File: src/stw_params.svh
`ifndef STW_PARAMS_SVH
`define STW_PARAMS_SVH

// ####################
// widths
// ####################
`define STW_BCD_W 4  // one decimal digit
`define STW_SEG_W 7  // a..g, bit 6 is a

// ####################
// timing
// ####################
`define STW_SYNC_STAGES 3  // button synchronizer depth

// clocks per hundredth of a second at 100 MHz
`define STW_TICK_DIV 1000000

`endif

File: src/stw_pkg.sv
`default_nettype none

`include "stw_params.svh"

package stw_pkg;

  // ####################
  // control mode
  // ####################
  typedef enum logic [2:0] {
    MODE_IDLE   = 3'd0,  // normal operation, counting allowed
    MODE_SET_D0 = 3'd1,  // editing hundredths limit
    MODE_SET_D1 = 3'd2,  // tenths
    MODE_SET_D2 = 3'd3,  // seconds
    MODE_SET_D3 = 3'd4   // tens of seconds
  } stw_mode_e;

  // ####################
  // shared structs
  // ####################
  typedef struct packed {
    logic [`STW_BCD_W-1:0] d3;  // tens of seconds
    logic [`STW_BCD_W-1:0] d2;  // seconds
    logic [`STW_BCD_W-1:0] d1;  // tenths
    logic [`STW_BCD_W-1:0] d0;  // hundredths
  } stw_digits_t;

  // control block to time counter
  typedef struct packed {
    logic        count_en;  // run flag gated by idle mode
    stw_digits_t limits;    // per-digit wrap value
  } stw_ctrl_t;

endpackage

`default_nettype wire

File: src/stopwatch.sv
`timescale 1ns/1ps
`default_nettype none

`include "stw_params.svh"

module stopwatch #(
  parameter int unsigned tick_div = `STW_TICK_DIV
) (
  input  logic                  clk100_i,
  input  logic                  rstn_i,
  input  logic                  start_stop_i,
  input  logic                  set_i,
  input  logic                  change_i,
  output logic [`STW_SEG_W-1:0] hex0_o,
  output logic [`STW_SEG_W-1:0] hex1_o,
  output logic [`STW_SEG_W-1:0] hex2_o,
  output logic [`STW_SEG_W-1:0] hex3_o
);

  logic                 start_stop_press;
  logic                 set_press;
  logic                 change_press;
  stw_pkg::stw_ctrl_t   ctrl;
  stw_pkg::stw_digits_t digits;

  // ####################
  // buttons
  // ####################
  stw_button_sync u_sync_start_stop (
    .clk100_i (clk100_i),
    .rstn_i   (rstn_i),
    .btn_i    (start_stop_i),
    .press_o  (start_stop_press)
  );

  stw_button_sync u_sync_set (
    .clk100_i (clk100_i),
    .rstn_i   (rstn_i),
    .btn_i    (set_i),
    .press_o  (set_press)
  );

  stw_button_sync u_sync_change (
    .clk100_i (clk100_i),
    .rstn_i   (rstn_i),
    .btn_i    (change_i),
    .press_o  (change_press)
  );

  // ####################
  // datapath
  // ####################
  stw_control u_control (
    .clk100_i           (clk100_i),
    .rstn_i             (rstn_i),
    .start_stop_press_i (start_stop_press),
    .set_press_i        (set_press),
    .change_press_i     (change_press),
    .ctrl_o             (ctrl)
  );

  stw_time_counter #(
    .tick_div (tick_div)
  ) u_time_counter (
    .clk100_i (clk100_i),
    .rstn_i   (rstn_i),
    .ctrl_i   (ctrl),
    .digits_o (digits)
  );

  stw_seg_display u_seg_display (
    .clk100_i (clk100_i),
    .rstn_i   (rstn_i),
    .digits_i (digits),
    .hex0_o   (hex0_o),
    .hex1_o   (hex1_o),
    .hex2_o   (hex2_o),
    .hex3_o   (hex3_o)
  );

endmodule

`default_nettype wire

File: src/stw_button_sync.sv
`timescale 1ns/1ps
`default_nettype none

`include "stw_params.svh"

module stw_button_sync (
  input  logic clk100_i,
  input  logic rstn_i,
  input  logic btn_i,
  output logic press_o
);

  localparam int unsigned STAGES = `STW_SYNC_STAGES;

  logic [STAGES-1:0] sync_q;  // bit 0 is the newest sample
  logic              rise;

  // rising edge between the two oldest stages
  assign rise = sync_q[STAGES-2] & ~sync_q[STAGES-1];

  always_ff @(posedge clk100_i or posedge rstn_i) begin
    if (rstn_i) begin
      sync_q  <= '0;
      press_o <= 1'b0;
    end else begin
      sync_q  <= {sync_q[STAGES-2:0], btn_i};
      press_o <= rise;  // one cycle strobe
    end
  end

endmodule

`default_nettype wire

File: src/stw_control.sv
`timescale 1ns/1ps
`default_nettype none

`include "stw_params.svh"

module stw_control (
  input  logic                clk100_i,
  input  logic                rstn_i,
  input  logic                start_stop_press_i,
  input  logic                set_press_i,
  input  logic                change_press_i,
  output stw_pkg::stw_ctrl_t  ctrl_o
);

  stw_pkg::stw_mode_e   mode_q;
  stw_pkg::stw_mode_e   mode_d;
  stw_pkg::stw_digits_t limits_q;
  logic                 run_q;

  // next decimal limit, 9 rolls over to 0
  function automatic logic [`STW_BCD_W-1:0] bcd_inc(input logic [`STW_BCD_W-1:0] val);
    logic [`STW_BCD_W-1:0] res;
    if (val >= `STW_BCD_W'd9) begin
      res = '0;
    end else begin
      res = val + 1'b1;
    end
    return res;
  endfunction

  // ####################
  // set-mode FSM
  // ####################
  always_comb begin
    mode_d = mode_q;
    if (set_press_i) begin
      unique case (mode_q)
        stw_pkg::MODE_IDLE:   mode_d = stw_pkg::MODE_SET_D0;
        stw_pkg::MODE_SET_D0: mode_d = stw_pkg::MODE_SET_D1;
        stw_pkg::MODE_SET_D1: mode_d = stw_pkg::MODE_SET_D2;
        stw_pkg::MODE_SET_D2: mode_d = stw_pkg::MODE_SET_D3;
        stw_pkg::MODE_SET_D3: mode_d = stw_pkg::MODE_IDLE;
        default:              mode_d = stw_pkg::MODE_IDLE;
      endcase
    end
  end

  always_ff @(posedge clk100_i or posedge rstn_i) begin
    if (rstn_i) begin
      mode_q <= stw_pkg::MODE_IDLE;
    end else begin
      mode_q <= mode_d;
    end
  end

  // ####################
  // run flag and limits
  // ####################
  always_ff @(posedge clk100_i or posedge rstn_i) begin
    if (rstn_i) begin
      run_q <= 1'b0;
    end else if (start_stop_press_i && (mode_q == stw_pkg::MODE_IDLE)) begin
      run_q <= ~run_q;  // ignored while editing
    end
  end

  always_ff @(posedge clk100_i or posedge rstn_i) begin
    if (rstn_i) begin
      limits_q.d0 <= `STW_BCD_W'd9;
      limits_q.d1 <= `STW_BCD_W'd9;
      limits_q.d2 <= `STW_BCD_W'd9;
      limits_q.d3 <= `STW_BCD_W'd9;
    end else if (change_press_i) begin
      case (mode_q)
        stw_pkg::MODE_SET_D0: limits_q.d0 <= bcd_inc(limits_q.d0);
        stw_pkg::MODE_SET_D1: limits_q.d1 <= bcd_inc(limits_q.d1);
        stw_pkg::MODE_SET_D2: limits_q.d2 <= bcd_inc(limits_q.d2);
        stw_pkg::MODE_SET_D3: limits_q.d3 <= bcd_inc(limits_q.d3);
        default: ;  // idle, change has no effect
      endcase
    end
  end

  assign ctrl_o.count_en = run_q && (mode_q == stw_pkg::MODE_IDLE);
  assign ctrl_o.limits   = limits_q;

endmodule

`default_nettype wire

File: src/stw_seg_display.sv
`timescale 1ns/1ps
`default_nettype none

`include "stw_params.svh"

module stw_seg_display (
  input  logic                  clk100_i,
  input  logic                  rstn_i,
  input  stw_pkg::stw_digits_t  digits_i,
  output logic [`STW_SEG_W-1:0] hex0_o,
  output logic [`STW_SEG_W-1:0] hex1_o,
  output logic [`STW_SEG_W-1:0] hex2_o,
  output logic [`STW_SEG_W-1:0] hex3_o
);

  localparam logic [`STW_SEG_W-1:0] SEG_ZERO = 7'b0000001;

  // active low, bit 6 = a ... bit 0 = g
  function automatic logic [`STW_SEG_W-1:0] seg_decode(input logic [`STW_BCD_W-1:0] bcd);
    logic [`STW_SEG_W-1:0] seg;
    case (bcd)
      4'd0:    seg = SEG_ZERO;
      4'd1:    seg = 7'b1001111;
      4'd2:    seg = 7'b0010010;
      4'd3:    seg = 7'b0000110;
      4'd4:    seg = 7'b1001100;
      4'd5:    seg = 7'b0100100;
      4'd6:    seg = 7'b0100000;
      4'd7:    seg = 7'b0001111;
      4'd8:    seg = 7'b0000000;
      4'd9:    seg = 7'b0000100;
      default: seg = 7'b1111111;  // blank
    endcase
    return seg;
  endfunction

  // registered so carries never reach the pins
  always_ff @(posedge clk100_i or posedge rstn_i) begin
    if (rstn_i) begin
      hex0_o <= SEG_ZERO;
      hex1_o <= SEG_ZERO;
      hex2_o <= SEG_ZERO;
      hex3_o <= SEG_ZERO;
    end else begin
      hex0_o <= seg_decode(digits_i.d0);
      hex1_o <= seg_decode(digits_i.d1);
      hex2_o <= seg_decode(digits_i.d2);
      hex3_o <= seg_decode(digits_i.d3);
    end
  end

endmodule

`default_nettype wire

File: src/stw_time_counter.sv
`timescale 1ns/1ps
`default_nettype none

`include "stw_params.svh"

module stw_time_counter #(
  parameter int unsigned tick_div = `STW_TICK_DIV
) (
  input  logic                 clk100_i,
  input  logic                 rstn_i,
  input  stw_pkg::stw_ctrl_t   ctrl_i,
  output stw_pkg::stw_digits_t digits_o
);

  localparam int unsigned NUM_DIGITS = 4;
  localparam int unsigned PRESC_W    = (tick_div > 1) ? $clog2(tick_div) : 1;

  logic [PRESC_W-1:0]                   presc_q;
  logic                                 tick;
  logic [NUM_DIGITS-1:0][`STW_BCD_W-1:0] dig_q;
  logic [NUM_DIGITS-1:0][`STW_BCD_W-1:0] dig_d;
  logic [NUM_DIGITS-1:0][`STW_BCD_W-1:0] lim;
  logic [NUM_DIGITS-1:0]                carry;  // increment request into each digit
  logic [NUM_DIGITS-1:0]                wrap;

  // ####################
  // prescaler
  // ####################
  assign tick = ctrl_i.count_en && (presc_q == PRESC_W'(tick_div - 1));

  always_ff @(posedge clk100_i or posedge rstn_i) begin
    if (rstn_i) begin
      presc_q <= '0;
    end else if (ctrl_i.count_en) begin
      if (tick) begin
        presc_q <= '0;
      end else begin
        presc_q <= presc_q + 1'b1;
      end
    end
  end

  // ####################
  // digit chain
  // ####################
  assign lim = ctrl_i.limits;  // index 0 is d0

  always_comb begin
    carry[0] = tick;
    for (int i = 0; i < NUM_DIGITS; i++) begin
      // a digit left above a lowered limit also wraps
      wrap[i] = dig_q[i] >= lim[i];
      if (i > 0) begin
        carry[i] = carry[i-1] & wrap[i-1];
      end
      if (carry[i]) begin
        dig_d[i] = wrap[i] ? '0 : dig_q[i] + 1'b1;
      end else begin
        dig_d[i] = dig_q[i];
      end
    end
  end

  always_ff @(posedge clk100_i or posedge rstn_i) begin
    if (rstn_i) begin
      dig_q <= '0;
    end else begin
      dig_q <= dig_d;  // d3 drops its carry out
    end
  end

  assign digits_o = stw_pkg::stw_digits_t'(dig_q);

endmodule

`default_nettype wire

File: config.mk
export PLATFORM = sky130hd
export DESIGN_NAME = stopwatch
export DESIGN_NICKNAME = d
export VERILOG_FILES = /design/src/stw_pkg.sv /design/src/stopwatch.sv /design/src/stw_button_sync.sv /design/src/stw_control.sv /design/src/stw_seg_display.sv /design/src/stw_time_counter.sv
export VERILOG_INCLUDE_DIRS = /design/src
export SDC_FILE = /design/constraint.sdc
export NUM_CORES = 1
export LEC_CHECK = 0
export BUFFER_PORTS_ARGS = -buffer_cell sky130_fd_sc_hd__buf_2
export CAP_MARGIN = 10
export CORE_MARGIN = 2
export CORE_UTILIZATION = 50
export CTS_BUF_LIST = sky130_fd_sc_hd__clkbuf_16
export CTS_CLUSTER_DIAMETER = 50
export CTS_CLUSTER_SIZE = 16
export DETAILED_ROUTE_END_ITERATION = 16
export PLACE_DENSITY = 0.68
export REMOVE_ABC_BUFFERS = 1
export SYNTH_ARGS = -nofsm -noshare
export SYNTH_HDL_FRONTEND = slang
export SYNTH_SLANG_ARGS = --single-unit
File: constraint.sdc
create_clock -name clk100_i -period 7.9 [get_ports clk100_i]
set_clock_uncertainty 0.05 [all_clocks]
set_input_delay 1.58 -clock clk100_i [delete_from_list [all_inputs] [get_ports clk100_i]]
set_output_delay 1.58 -clock clk100_i [all_outputs]
set_load 0.02 [all_outputs]
==> flow_metrics.tcl <==
set metrics [dict create \
    outcome "completed" \
    vias 3584 \
    antenna_found_initial 0 \
    clkTransAtPathRegs_ps 70 \
    htreeDepth 3 \
    grtUsageTotal_pct 18.0 \
    tns_ps 0 \
    relSlewSlack_pct 43.8 \
    die_w_um 104 \
    path_delay_family "flip-flops" \
    cts.sinks 96 \
    dp_slack_ps 4960 \
    arrival_ps 1000 \
    start_kind "flop" \
    leakage_nw 2.65 \
    syn_inst 503 \
    dr.pass1.iters 4 \
    crit_chain "buf_2" \
    synth-seq-area-share_pct 48.2 \
    hold_viol 0 \
    finish.utilization_pct 57.3 \
    core_area_um2 9770 \
    gp_congestion 0.801 \
    synth_top_area_cell "dfrtp_1" \
    final_critical_path_setup_slack_ps 5270 \
    numPortBuffers 32 \
    dp_hpwl_um 6230 \
    rsz0062_at_grt "false" \
    tightest_slew_ps 844 \
    clk_path_buf_depth 2 \
    timing.critical_path.buf_inv 1 \
    syn2layout_area_growth_pct 11.5 \
    grt_first_pass_wirelength_um 16200 \
    rows 36 \
    synthArstFlopShare_pct 100 \
    drtIter0Drc 109 \
    initial_utilization_pct 51.3 \
    synth_edf_count 0 \
    drv_cap 0 \
    viasPerCell 5.33 \
    ir_drop_uv 112 \
    ys_types 52 \
    cpMaxStageDelayCell "dfstp_2" \
    ant_nets 0 \
    grt_pass1_vias 3552 \
    io_pins 33 \
    numCtsBuffers 9 \
    routedWlPerCell_um 13.1 \
    critPathMaxStageDelay_ps 510 \
    end_kind "primary output" \
    cts_root_buffer "clkbuf_16" \
    drv_slew 0 \
    route.detailed.drc 0 \
    die_area_um2 10900 \
    powerDensity_nw_per_um2 237 \
    worstPathRequired_ps 6270 \
    max_freq_mhz 380 \
    nets 588 \
    critPathMaxFanout 1 \
    cts_tree "done" \
    clock_latency_ps 340 \
    drive_gt1_share_pct 14.1 \
    fillCellCount 867 \
    syn_area_um2 5020 \
    setup_viol 0 \
    postCtsSetupRepairBufs 0 \
    hp-class "reg -> reg" \
    wl_um 8820 \
    holdWs_ps 299 \
    avgSynthCellArea_um2 9.98 \
    grt-ovfl-total 0 \
    synth_top_area_share_pct 41.9 \
    min_period_ps 2630 \
    grt_max_degree 71 \
    worstSetupPathType "reg -> out" \
    fp.dieH_um 104 \
    post-route-period-util_pct 33.3 \
    diodes 0 \
    synth_warnings 0 \
    cts_resized 0 \
    total_power_w 0.00133 \
    postCtsHoldBufs 0 \
    synth-seq-cells 96 \
    synth_ff_type "dfrtp_1" \
    synth_area_leaders "dfrtp_1 (42%), ha_1 (12%), dfstp_2 (6.3%)" \
]
kinds of logic after synthesis:
| group | Yosys count | synth area share (%) |
|---|---|---|
| AND/OR/NAND/NOR | 187 | 19.1 |
| flip-flops | 96 | 48.2 |
| AO/OA/AOI/OAI | 94 | 11.2 |
| buffers and inverters | 49 | 3.91 |
| adder cells (fa/ha/maj) | 49 | 12.2 |
| XOR/XNOR | 15 | 2.62 |
| multiplexers | 13 | 2.72 |
state kept, by name, summed over array words and instances (netlist names), 7 cells and up:
signal                   cells
u_control.ctrl_o            16
u_seg_display.hex0_o         7
u_seg_display.hex1_o         7
u_seg_display.hex2_o         7
u_seg_display.hex3_o         7
u_time_counter.digits_o     16
u_time_counter.presc_q      20
report_power, final:
part	leakage [nW]	switching (W)	internal, W
combinational	1.24	0.000164	0.000105
sequential	1.26	0.0000612	0.000549
clock	0.157	0.000176	0.000272
total	2.65	0.000402	0.000927
cell usage after synthesis, types with 2 or more instances:
master	n
and4_1	5
nor4_1	3
a21oi_1	28
nor2_1	51
o21ai_0	35
nor2b_1	6
xnor2_1	11
a211o_1	2
xor2_1	4
ha_1	49
clkbuf_1	10
nor3_1	11
mux2_2	5
nand2_1	51
inv_1	35
nand2b_1	12
o22ai_1	5
nand4_1	6
and3_1	8
a41oi_1	4
dfstp_2	12
o2bb2ai_1	3
a31oi_1	5
mux2i_1	8
dfrtp_1	84
a2111o_1	2
a211oi_1	2
or2_2	4
nand3_1	18
o31ai_1	2
worst paths after layout:
path	startpoint	end	slack, ps	cells after the start
max	u_seg_display.hex2_o[0]	hex2_o[0]	5270	1
min	u_sync_change.sync_q[0]	u_sync_change.sync_q[1]	300	0
max reg2reg	u_time_counter.presc_q[6]	u_time_counter.digits_o[10]	5410	5
min reg2reg	u_sync_change.sync_q[0]	u_sync_change.sync_q[1]	300	0
max in group asynchronous	rstn_i	u_control.ctrl_o[1]	5430	3
min in group asynchronous	rstn_i	u_seg_display.hex0_o[4]	1180	2
final cells by class:
class	instances	area, um^2	share of cell area, %
Sequential cell	96	2420	43.2
Multi-Input combinational cell	358	2400	43.0
Clock buffer	9	225	4.02
Timing Repair Buffer	33	168	3.00
Tap cell	133	166	2.97
Inverter	36	136	2.44
Clock inverter	7	80.1	1.43
layout by cell type, fill, tap and decap left out, types with 11 or more instances in the layout:
cell type,count
nor3_1,11
dfstp_2,12
dfrtp_1,84
ha_1,49
buf_2,32
xnor2_1,11
o21ai_0,35
nand2_1,51
nor2_1,51
nand3_1,18
a21oi_1,28
inv_1,36
nand2b_1,12
metal layers:
layer / global-route usage (%) / part of all wire (%) / vias up
li1: - / - / 1807
met4: 7.82 / 1.8 / 0
met5: 0 / 0 / -
met3: 2.94 / 2.5 / 13
met2: 28.3 / 47 / 47
met1: 24.7 / 49 / 1717
per-stage QoR:
stage / std cells / cell area (um^2)
finish: 672 / 5600
global route: 672 / 5600
CTS: 672 / 5600
detailed placement: 656 / 5290
global placement: 656 / 5290
floorplan: 490 / 4960
No activity file was read; power rests on OpenSTA's default activity.
